### config.mk
export PLATFORM = sky130hd
export DESIGN_NAME = rename_top
export DESIGN_NICKNAME = d
export VERILOG_FILES = /design/src/common/rename_pkg.sv /design/src/regfile/rename_regfile.sv /design/src/rob/reorder_buffer.sv /design/src/rtl/dispatch_stage.sv /design/src/rtl/rename_top.sv
export SDC_FILE = /design/constraint.sdc
export NUM_CORES = 2
export LEC_CHECK = 0
export BUFFER_PORTS_ARGS = -buffer_cell sky130_fd_sc_hd__buf_2
export CAP_MARGIN = 20
export CORE_MARGIN = 1.5
export CORE_UTILIZATION = 36
export CTS_CLUSTER_DIAMETER = 120
export DETAILED_ROUTE_END_ITERATION = 8
export REMOVE_ABC_BUFFERS = 1
export SYNTH_ARGS = -nofsm -noshare
export SYNTH_HDL_FRONTEND = slang
export SYNTH_SLANG_ARGS = --single-unit
### constraint.sdc
create_clock -name clk -period 9.2 [get_ports clk]
set_input_delay 1.84 -clock clk [delete_from_list [all_inputs] [get_ports clk]]
set_output_delay 1.84 -clock clk [all_outputs]
set_load 0.05 [all_outputs]
### src/common/rename_pkg.sv
package rename_pkg;

    localparam int xlen = 32;
    localparam int num_regs = 32;

    typedef logic [xlen-1:0] word_t;
    typedef logic [4:0] reg_idx_t;
    typedef logic [2:0] rob_idx_t;  // Sizes an 8-entry ROB.

    // Newest pending writer of a register.
    typedef struct packed {
        logic     pending;
        rob_idx_t idx;
    } rob_tag_t;

    typedef enum logic [1:0] {
        op_alu    = 2'd0,
        op_load   = 2'd1,
        op_store  = 2'd2,
        op_branch = 2'd3
    } opcode_e;

    typedef struct packed {
        opcode_e  op;
        reg_idx_t rd;
        reg_idx_t rs1;
        reg_idx_t rs2;
        word_t    pc;
        word_t    imm;
    } dec_instr_t;

    typedef struct packed {
        logic     ready;
        word_t    data;  // Valid only when ready.
        rob_tag_t tag;
    } operand_t;

    typedef struct packed {
        dec_instr_t instr;
        operand_t   src1;
        operand_t   src2;
        rob_idx_t   rob_idx;
    } disp_instr_t;

    typedef struct packed {
        rob_idx_t idx;
        word_t    data;
    } wb_t;

    typedef struct packed {
        reg_idx_t rd;
        word_t    data;
        logic     writes_rd;
    } commit_t;

    // Only ALU ops and loads produce a register result.
    function automatic logic op_writes_rd(opcode_e op);
        return (op == op_alu) || (op == op_load);
    endfunction

    // Renaming also skips x0.
    function automatic logic renames_rd(dec_instr_t instr);
        return op_writes_rd(instr.op) && (instr.rd != '0);
    endfunction

endpackage

### src/regfile/rename_regfile.sv
`timescale 1ns/100ps

module rename_regfile
    import rename_pkg::*;
#(
    parameter int ROB_DEPTH = 8
) (
    input  logic     clk,
    input  logic     rst,
    input  logic     flush,

    input  reg_idx_t rs1_idx,
    input  reg_idx_t rs2_idx,
    output word_t    rs1_data,
    output word_t    rs2_data,
    output rob_tag_t rs1_tag,
    output rob_tag_t rs2_tag,

    input  logic     rename_en,
    input  reg_idx_t rename_rd,
    input  rob_idx_t rename_idx,

    input  logic     commit_valid,
    input  commit_t  commit,
    input  rob_idx_t commit_idx
);

    if (ROB_DEPTH != 2 ** $bits(rob_idx_t)) begin : g_depth_check
        $error("ROB_DEPTH must be 2 ** $bits(rob_idx_t)");
    end

    word_t    values_q [num_regs];
    rob_tag_t tags_q   [num_regs];

    logic     commit_wr;
    logic     commit_clr;

    // x0 is never written or tagged, so the arrays already read zero there.
    assign rs1_data = values_q[rs1_idx];
    assign rs2_data = values_q[rs2_idx];
    assign rs1_tag  = tags_q[rs1_idx];
    assign rs2_tag  = tags_q[rs2_idx];

    assign commit_wr  = commit_valid && commit.writes_rd && (commit.rd != '0);
    // A younger writer may already own the register.
    assign commit_clr = commit_wr && tags_q[commit.rd].pending
                        && (tags_q[commit.rd].idx == commit_idx);

    always_ff @(posedge clk) begin
        if (rst) begin
            for (int i = 0; i < num_regs; i++) begin
                values_q[i] <= '0;
                tags_q[i]   <= '0;
            end
        end else if (flush) begin
            for (int i = 0; i < num_regs; i++) begin
                tags_q[i] <= '0;  // Values stay.
            end
        end else begin
            if (commit_wr) begin
                values_q[commit.rd] <= commit.data;
            end
            if (commit_clr) begin
                tags_q[commit.rd] <= '0;
            end
            // Later assignment wins over a same-cycle commit clear.
            if (rename_en && (rename_rd != '0)) begin
                tags_q[rename_rd] <= '{pending: 1'b1, idx: rename_idx};
            end
        end
    end

    // The committing entry or a younger writer still holds the tag.
    assert property (@(posedge clk) disable iff (rst)
        commit_wr |-> tags_q[commit.rd].pending)
        else $error("commit to x%0d without a pending tag", commit.rd);

endmodule

### src/rob/reorder_buffer.sv
`timescale 1ns/100ps

module reorder_buffer
    import rename_pkg::*;
#(
    parameter int ROB_DEPTH = 8
) (
    input  logic       clk,
    input  logic       rst,
    input  logic       flush,

    input  logic       alloc,
    input  dec_instr_t alloc_instr,
    output rob_idx_t   alloc_idx,
    output logic       full,

    input  logic       wb_valid,
    input  wb_t        wb,

    input  rob_idx_t   byp1_idx,
    input  rob_idx_t   byp2_idx,
    output logic       byp1_done,
    output logic       byp2_done,
    output word_t      byp1_data,
    output word_t      byp2_data,

    output logic       commit_valid,
    output commit_t    commit,
    output rob_idx_t   commit_idx
);

    localparam int CNT_W = $clog2(ROB_DEPTH + 1);

    if (ROB_DEPTH != 2 ** $bits(rob_idx_t)) begin : g_depth_check
        $error("ROB_DEPTH must be 2 ** $bits(rob_idx_t)");
    end

    logic [ROB_DEPTH-1:0] busy_q;
    logic [ROB_DEPTH-1:0] done_q;
    reg_idx_t             rd_q   [ROB_DEPTH];
    logic                 wr_q   [ROB_DEPTH];
    word_t                data_q [ROB_DEPTH];

    rob_idx_t             head_q;
    rob_idx_t             tail_q;
    logic [CNT_W-1:0]     count_q;

    assign alloc_idx = tail_q;
    assign full      = (count_q == CNT_W'(ROB_DEPTH));

    assign byp1_done = busy_q[byp1_idx] && done_q[byp1_idx];
    assign byp2_done = busy_q[byp2_idx] && done_q[byp2_idx];
    assign byp1_data = data_q[byp1_idx];
    assign byp2_data = data_q[byp2_idx];

    // Retire the head as soon as it is done.
    assign commit_valid = busy_q[head_q] && done_q[head_q] && !flush;
    assign commit_idx   = head_q;
    assign commit       = '{rd: rd_q[head_q], data: data_q[head_q], writes_rd: wr_q[head_q]};

    always_ff @(posedge clk) begin
        if (rst || flush) begin
            busy_q  <= '0;
            done_q  <= '0;
            head_q  <= '0;
            tail_q  <= '0;
            count_q <= '0;
        end else begin
            if (commit_valid) begin
                busy_q[head_q] <= 1'b0;
                done_q[head_q] <= 1'b0;
                head_q         <= head_q + 1'b1;  // Wraps with the index width.
            end
            if (alloc) begin
                busy_q[tail_q] <= 1'b1;
                done_q[tail_q] <= 1'b0;
                tail_q         <= tail_q + 1'b1;
            end
            if (wb_valid) begin
                done_q[wb.idx] <= 1'b1;
            end
            case ({alloc, commit_valid})
                2'b10:   count_q <= count_q + 1'b1;
                2'b01:   count_q <= count_q - 1'b1;
                default: count_q <= count_q;
            endcase
        end
    end

    // Payload, qualified by busy/done.
    always_ff @(posedge clk) begin
        if (alloc) begin
            rd_q[tail_q] <= alloc_instr.rd;
            wr_q[tail_q] <= renames_rd(alloc_instr);
        end
        if (wb_valid) begin
            data_q[wb.idx] <= wb.data;
        end
    end

    assert property (@(posedge clk) disable iff (rst)
        alloc |-> !full)
        else $error("alloc while ROB full");

    // Execution units may only complete live, unfinished entries.
    assert property (@(posedge clk) disable iff (rst || flush)
        wb_valid |-> busy_q[wb.idx] && !done_q[wb.idx])
        else $error("writeback to idle or finished entry %0d", wb.idx);

endmodule

### src/rtl/dispatch_stage.sv
`timescale 1ns/100ps

module dispatch_stage
    import rename_pkg::*;
#(
    parameter int ISSUE_CREDITS = 4
) (
    input  logic        clk,
    input  logic        rst,
    input  logic        flush,

    input  logic        in_valid,
    input  dec_instr_t  in_instr,
    output logic        in_ready,

    input  logic        rob_full,
    output logic        alloc,
    input  rob_idx_t    alloc_idx,

    input  word_t       rs1_data,
    input  word_t       rs2_data,
    input  rob_tag_t    rs1_tag,
    input  rob_tag_t    rs2_tag,
    input  logic        byp1_done,
    input  logic        byp2_done,
    input  word_t       byp1_data,
    input  word_t       byp2_data,

    output logic        rename_en,

    input  logic        credit_return,
    output logic        disp_valid,
    output disp_instr_t disp_instr
);

    localparam int CW = $clog2(ISSUE_CREDITS + 1);

    logic [CW-1:0] credits_q;
    logic          accept;
    operand_t      src1;
    operand_t      src2;

    function automatic operand_t make_operand(rob_tag_t tag, word_t rf_data,
                                              logic byp_done, word_t byp_data);
        operand_t opnd;
        opnd.tag = tag;
        if (!tag.pending) begin
            opnd.ready = 1'b1;
            opnd.data  = rf_data;
        end else if (byp_done) begin
            opnd.ready = 1'b1;  // Producer finished, not yet committed.
            opnd.data  = byp_data;
        end else begin
            opnd.ready = 1'b0;
            opnd.data  = '0;
        end
        return opnd;
    endfunction

    assign in_ready  = (credits_q != '0) && !rob_full && !flush;
    assign accept    = in_valid && in_ready;
    assign alloc     = accept;
    assign rename_en = accept && renames_rd(in_instr);

    assign src1 = make_operand(rs1_tag, rs1_data, byp1_done, byp1_data);
    assign src2 = make_operand(rs2_tag, rs2_data, byp2_done, byp2_data);

    // A credit is spent at the edge that raises disp_valid.
    always_ff @(posedge clk) begin
        if (rst || flush) begin
            credits_q <= CW'(ISSUE_CREDITS);
        end else begin
            case ({accept, credit_return})
                2'b10:   credits_q <= credits_q - 1'b1;
                2'b01:   credits_q <= credits_q + 1'b1;
                default: credits_q <= credits_q;
            endcase
        end
    end

    always_ff @(posedge clk) begin
        if (rst) begin
            disp_valid <= 1'b0;
        end else begin
            disp_valid <= accept;
        end
    end

    always_ff @(posedge clk) begin
        if (accept) begin
            disp_instr <= '{instr: in_instr, src1: src1, src2: src2, rob_idx: alloc_idx};
        end
    end

    // The issue queue never returns more than it was given.
    assert property (@(posedge clk) disable iff (rst || flush)
        credit_return && !accept |-> credits_q < CW'(ISSUE_CREDITS))
        else $error("issue credits above %0d", ISSUE_CREDITS);

endmodule

### src/rtl/rename_top.sv
`timescale 1ns/100ps

module rename_top
    import rename_pkg::*;
#(
    parameter int ROB_DEPTH     = 8,
    parameter int ISSUE_CREDITS = 4
) (
    input  logic        clk,
    input  logic        rst,
    input  logic        flush,

    input  logic        in_valid,
    input  dec_instr_t  in_instr,
    output logic        in_ready,

    input  logic        credit_return,
    output logic        disp_valid,
    output disp_instr_t disp_instr,

    input  logic        wb_valid,
    input  wb_t         wb,

    output logic        commit_valid,
    output commit_t     commit
);

    logic     alloc;
    rob_idx_t alloc_idx;
    logic     rob_full;
    logic     rename_en;
    rob_idx_t commit_idx;

    word_t    rs1_data;
    word_t    rs2_data;
    rob_tag_t rs1_tag;
    rob_tag_t rs2_tag;
    logic     byp1_done;
    logic     byp2_done;
    word_t    byp1_data;
    word_t    byp2_data;

    rename_regfile #(
        .ROB_DEPTH (ROB_DEPTH)
    ) u_regfile (
        .clk          (clk),
        .rst          (rst),
        .flush        (flush),
        .rs1_idx      (in_instr.rs1),
        .rs2_idx      (in_instr.rs2),
        .rs1_data     (rs1_data),
        .rs2_data     (rs2_data),
        .rs1_tag      (rs1_tag),
        .rs2_tag      (rs2_tag),
        .rename_en    (rename_en),
        .rename_rd    (in_instr.rd),
        .rename_idx   (alloc_idx),
        .commit_valid (commit_valid),
        .commit       (commit),
        .commit_idx   (commit_idx)
    );

    reorder_buffer #(
        .ROB_DEPTH (ROB_DEPTH)
    ) u_rob (
        .clk          (clk),
        .rst          (rst),
        .flush        (flush),
        .alloc        (alloc),
        .alloc_instr  (in_instr),
        .alloc_idx    (alloc_idx),
        .full         (rob_full),
        .wb_valid     (wb_valid),
        .wb           (wb),
        .byp1_idx     (rs1_tag.idx),  // Pending producers of the two sources.
        .byp2_idx     (rs2_tag.idx),
        .byp1_done    (byp1_done),
        .byp2_done    (byp2_done),
        .byp1_data    (byp1_data),
        .byp2_data    (byp2_data),
        .commit_valid (commit_valid),
        .commit       (commit),
        .commit_idx   (commit_idx)
    );

    dispatch_stage #(
        .ISSUE_CREDITS (ISSUE_CREDITS)
    ) u_dispatch (
        .clk           (clk),
        .rst           (rst),
        .flush         (flush),
        .in_valid      (in_valid),
        .in_instr      (in_instr),
        .in_ready      (in_ready),
        .rob_full      (rob_full),
        .alloc         (alloc),
        .alloc_idx     (alloc_idx),
        .rs1_data      (rs1_data),
        .rs2_data      (rs2_data),
        .rs1_tag       (rs1_tag),
        .rs2_tag       (rs2_tag),
        .byp1_done     (byp1_done),
        .byp2_done     (byp2_done),
        .byp1_data     (byp1_data),
        .byp2_data     (byp2_data),
        .rename_en     (rename_en),
        .credit_return (credit_return),
        .disp_valid    (disp_valid),
        .disp_instr    (disp_instr)
    );

endmodule

=== Word level (Yosys, flattened, before mapping) ===
Memories as Yosys holds them, arrays and structs flattened. A register that Yosys moved wholly into a read port is not among the register bits.
Cells that the tools add are included.

* Bits in writable memories: 1456
* Memories kept: 5
* Logic and storage cells: 217
* ROM bits: 0
* Input port bits: 122
* Output and inout port bits: 199
* Register bits: 188
* Latch bits: 0

{| class="wikitable"
|+ Memory list
! name !! depth !! bits a word !! rd ports !! clocked after memory_dff !! wr ports !! RTL line !! RTL
|-
| u_regfile.values_q || 32 || 32 || 2 || 0 || 32 || rename_regfile.sv:32 || <nowiki>word_t values_q [num_regs];</nowiki>
|-
| u_rob.data_q || 8 || 32 || 3 || 1 || 1 || reorder_buffer.sv:42 || <nowiki>word_t data_q [ROB_DEPTH];</nowiki>
|-
| u_regfile.tags_q || 32 || 4 || 3 || 0 || 32 || rename_regfile.sv:33 || <nowiki>rob_tag_t tags_q [num_regs];</nowiki>
|-
| u_rob.rd_q || 8 || 5 || 1 || 1 || 1 || reorder_buffer.sv:40 || <nowiki>reg_idx_t rd_q [ROB_DEPTH];</nowiki>
|-
| u_rob.wr_q || 8 || 1 || 1 || 1 || 1 || reorder_buffer.sv:41 || <nowiki>logic wr_q [ROB_DEPTH];</nowiki>
|}

* Equal/unequal tests: 7
* Add/sub/neg operators: 6
* Divide/modulo/power cells: 0
* Magnitude comparators: 8
* $mul: 0
* Multiplexer cells: 100
* Shift operators: 0
* Reductions and logical operators: 30
* Bitwise operators: 39

{| class="wikitable"
|+ Operators with widths
! cell !! count
|-
| $mux 4 || 34
|-
| $mux 32 || 3
|-
| $mux 33 || 2
|-
| $mux 8 || 8
|-
| $mux 1 || 33
|-
| $or 1x1->1 || 32
|-
| $reduce_or 32->1 || 1
|-
| $and 8x8->8 || 3
|-
| $lt 3x4->1 const B || 5
|-
| $bmux 1 s3 || 6
|-
| $mux 3 || 6
|-
| $logic_and 1x1->1 || 17
|-
| $not 8->8 || 2
|-
| $or 8x8->8 || 2
|-
| $mux 5 || 3
|-
| $reduce_bool 5->1 || 2
|-
| $add 3x1->3 const B || 3
|-
| $demux 1 s3 || 3
|-
| $ge 3x1->1 const B || 3
|-
| $pmux 4 s2 || 1
|-
| $reduce_or 4->1 || 2
|-
| $eq 2x1->1 const B || 3
|-
| $pmux 3 s2 || 1
|-
| $add 4x1->4 const B || 1
|-
| 10 further kinds || 14
|}

=== Longest topological paths before layout ===
* Depth after elaboration: 14
* Gate-level depth with buffers: 16
* Mapped depth without buffers: 11

=== Cells and area by module ===
A second synthesis with hierarchy kept.

* Cells, all modules: 5136
* Area total of the unflattened synthesis: 85195.5 µm²

{| class="wikitable"
|+ By module, submodules not included
! module !! times used !! area an instance (µm²) !! cells an instance !! seq. area each (µm²)
|-
| rename_regfile || 1 || 62535.0 || 3877 || 34272.9
|-
| reorder_buffer || 1 || 16806.1 || 867 || 9709.3
|-
| dispatch_stage || 1 || 5854.4 || 392 || 4824.6
|}

=== Least setup slack after synthesis ===
No wires, ideal clock.

* Path kind: input-to-reg
* From: input flush
* To: register u_rob.tail_q[2], in the netlist u_rob.alloc_idx[2]
* Library setup time: 128 ps
* Required time: 9072 ps
* Data arrival time: 7252 ps
* Cell stages on the path: 6
* Slack: 1821 ps
* Path buffers: 0
* Path through: a311oi_1 > nand2_1 > inv_1 > nand2_1 > xor2_1 > nor2_1

* Longest elaborated chain between the ends: 3
* Elaborated cells on any way between the ends: 4
* Those cells by class: reduce/logical: 4

{| class="wikitable"
|+ RTL lines
! item !! RTL line !! RTL
|-
| start, declared || rename_top.sv:11 || <nowiki>input logic flush,</nowiki>
|-
| $logic_not 1->1 || dispatch_stage.sv:60 || <nowiki>assign in_ready = (credits_q != '0) && !rob_full && !flush;</nowiki>
|-
| $logic_and 1x1->1 || dispatch_stage.sv:60 ||
|-
| $logic_and 1x1->1 || dispatch_stage.sv:61 || <nowiki>assign accept = in_valid && in_ready;</nowiki>
|-
| named net alloc || rename_top.sv:28 || <nowiki>logic alloc;</nowiki>
|-
| end signal, assigned || reorder_buffer.sv:77 || <nowiki>tail_q <= tail_q + 1'b1;</nowiki>
|-
| end, declared || reorder_buffer.sv:45 || <nowiki>rob_idx_t tail_q;</nowiki>
|}

The timed path passes the listed nets, and every way through them passes these cells.
A chain may end at the register's enable or synchronous reset.

==> metrics.md <==
| Metric | Value |
|---|---|
| Cells on worst reg2reg path | `9` |
| Area grow syn2layout | `13.7%` |
| Clock slew at reported path FFs | `~0.06 ns` |
| DRC viols | `0` |
| Tmin final | `6.32 ns` |
| Final Hold Viols | `0` |
| Vias per inst | `6.14` |
| Hold Startpoint | `u_rob.busy_q[2]$_SDFF_PP0_` |
| Skew final | `0.0509 ns` |
| Place WS | `3.12 ns` |
| Post-DR wirelength/cell | `32.2 um` |
| Overflow after GRT | `0` |
| Max Clock Freq | `158 MHz` |
| Commonest cells after routing, fill and taps aside | `1,582 x edfxtp_1, 1,146 x nor2_1, 796 x mux4_2` |
| RePlAce Congestion | `0.845` |
| Cts repair resizes | `0` |
| Slew Viols, Final | `0` |
| DR pass1 iterations | `6` |
| Avg Cell Area, Syn | `15.4 um2` |
| Final period util | `68.7%` |
| Layout fillers | `20.5k` |
| Cell Rows | `175` |
| Commonest non-fill, non-tap cell in the layout | `edfxtp_1` |
| Slew @ Worst Pin | `1.11 ns` |
| WHS | `0.464 ns` |
| Main flop type after synthesis | `edfxtp_1` |
| Post-synth cell types | `70` |
| Total GRT Usage | `23.7%` |
| Final setup violating endpoints | `0` |
| Fin util | `41.2%` |
| Worst Path Max Fanout | `34` |
| Number of global-route vias before repair | `52.8k` |
| Class of the most critical setup path | `flip-flop to primary output` |
| Antenna Nets Post-Route | `0` |
| Largest net degree at the start of global routing | `116` |
| Worst min path class | `flip-flop to flip-flop` |
| Yosys Warn Count | `0` |
| Post-DP HPWL | `168,000 um` |
| Clock power share | `between 30% and 40%` |
| Worst hold stages | `2` |
| Dpl cell area | `0.0882 mm2` |
| Hold Buf Count CTS | `0` |
| Mapped Cells | `5,347` |
| EDFF count, synth | `approximately 1.6k` |
| First-pass GRT wire length | `about 390,000 um` |
| Via Count | `53.4k` |
| Max_cap viols | `0` |
| Flops & latches, synth | `1,647` |
| Final Total Pwr | `17.7 mW` |
| Switching Fraction | `between 20 and 30%` |
| Initial Util | `36.2%` |
| Fin nets | `~5.7k` |
| Relative slew slack | `between 20 and 30%` |
| Share of post-route cells with drive strength above 1 | `30.5%` |
| Ys async rst share | `0%` |
| Initial antenna violation count | `19` |
| Setup crit end kind | `primary output` |
| Worst vdd ir | `0.209 mV` |
| Worst EP arrival | `around 4.5 ns` |
| Total CTS buffers | `172` |
| Die height | `482 um` |
| Worst setup SP type | `flip-flop` |
| Psw | `~4.6 mW` |
| Pwr dens | `189 mW/mm2` |
| CTS Buffer Depth | `3` |
| Worst skew pair latency | `0.84 ns` |
| Pleak | `approximately 34 nW` |
| Setup ws final | `about 2.9 ns` |
| Netlist Area Pre-Place | `between 0.08 and 0.09 mm2` |
| Final instance area | `0.0938 mm2` |
| Status | `complete, no violations` |
| Logic pwr share | `a little under an eighth` |
| CTS H-tree depth | `4` |
| CTS tree | `yes` |
| Core Area | `0.228 mm2` |
| Cell internal pwr | `13.1 mW` |
| # clock sinks | `approximately 1.6k` |
| Seq/Total Area, Yosys | `a little under 60%` |
| Sequential power share | `between 40% and 50%` |
| RSZ-0062 raised after global routing | `false` |
| Drt total wl | `280,000 um` |
| Die Width | `roughly 480 um` |
| I/O pins | `between 300 and 400` |
| Buffers on Ports | `320` |
| Worst endpoint required time | `7.36 ns` |
| Initial DRC count | `6,890` |
| Post-CTS Setup Inserts | `0` |
| Clock Tree Root | `clkbuf_16` |
| Die ar. | `0.232 mm2` |
==> power groups by stage <==
stage | logic [mW] | registers [mW] | clock network [mW]
after floorplan | 1.16 | 8.86 | 0
after global placement | 2.04 | 8.76 | 0
after detailed placement | 2.06 | 8.77 | 0
after CTS | 2.06 | 8.62 | 7.04
after global routing | 2.15 | 8.64 | 7.33
final | 2.08 | 8.62 | 6.98
==> cells in the mapped netlist, types with 7 or more instances <==
master | number | area, um2
buf_1 | 72 | 270
o21ai_0 | 78 | 390
clkbuf_1 | 387 | 1450
nand2_1 | 138 | 518
buf_2 | 40 | 200
a32o_1 | 23 | 230
dfxtp_1 | 65 | 1300
a31oi_1 | 7 | 43.8
a22oi_1 | 128 | 961
a21oi_1 | 29 | 145
nand4_1 | 67 | 419
buf_6 | 11 | 124
xor2_1 | 7 | 61.3
nor3_1 | 12 | 60.1
nor2_1 | 1158 | 4350
nand2b_1 | 36 | 225
nand4_2 | 20 | 250
mux2i_1 | 409 | 4090
edfxtp_1 | 1582 | 47500
mux4_2 | 796 | 17900
o21ai_1 | 9 | 45.0
o211ai_1 | 21 | 158
and2_1 | 23 | 144
inv_1 | 56 | 210
nand3_1 | 37 | 185
a221oi_1 | 18 | 158
a31o_2 | 11 | 96.3
nor2b_1 | 11 | 68.8
==> worst paths after layout <==
path | to | slack, ns
min | u_rob.busy_q[2]$_SDFF_PP0_ | 0.46
min reg2reg | u_rob.busy_q[2]$_SDFF_PP0_ | 0.46
max | commit[29] | 2.88
max reg2reg | u_regfile.values_q[18][29]$_SDFFCE_PN0P_ | 3.45
==> kinds of logic after synthesis <==
logic type	Yosys count	synth area share [%]
multiplexers	1213	26.8
buffers and inverters	578	2.84
XOR/XNOR	10	0.106
other	1	0.00454
AND/OR/NAND/NOR	1539	7.92
flip-flops	1647	59.1
adder cells (fa/ha/maj)	8	0.139
AO/OA/AOI/OAI	351	3.00
==> metal layers <==
metal,track usage [%],vias to the layer above,wire (um)
met5,0,-,12
met4,8.78,2,10900
met3,5.18,594,32400
met2,37.7,3489,132000
met1,31.9,27900,105000
li1,-,21400,-
==> registers in the layout (all words and copies together) (netlist names), named ones only <==
signal                 cells
u_regfile.tags_q         128
u_rob.wr_q                 8
u_rob.rd_q                40
u_rob.commit_idx           3
u_dispatch.credits_q       3
u_rob.alloc_idx            3
u_regfile.values_q      1024
u_dispatch.disp_valid      1
u_dispatch.disp_instr    158
u_rob.count_q              4
u_rob.busy_q               8
u_rob.done_q               8
u_rob.data_q             256
==> through the flow <==
stage | std cells | TNS, ns
after floorplan | 4865 | -507.28
after global placement | 8369 | 0
after detailed placement | 8369 | 0
after CTS | 8689 | 0
after global routing | 8693 | 0
final | 8701 | 0
==> worst max-delay path, stage by stage, from the launching register on <==
cell and delay, ns:
dfxtp_4 0.54, buf_4 0.60, buf_4 0.70, mux4_2 0.62, mux2i_4 0.14, buf_4 0.41
inv_1 0.26, buf_2 0.27
==> final cells by class <==
type	instances	area [um2]	area share, %
Antenna cell	9	22.5	0.0240
Clock buffer	214	4530	4.82
Clock inverter	106	1040	1.11
Inverter	62	248	0.264
Multi-Input combinational cell	3156	32300	34.4
Sequential cell	1647	48800	52.0
Tap cell	3009	3760	4.01
Timing Repair Buffer	498	3130	3.33
No activity file was read; power rests on OpenSTA's default activity.
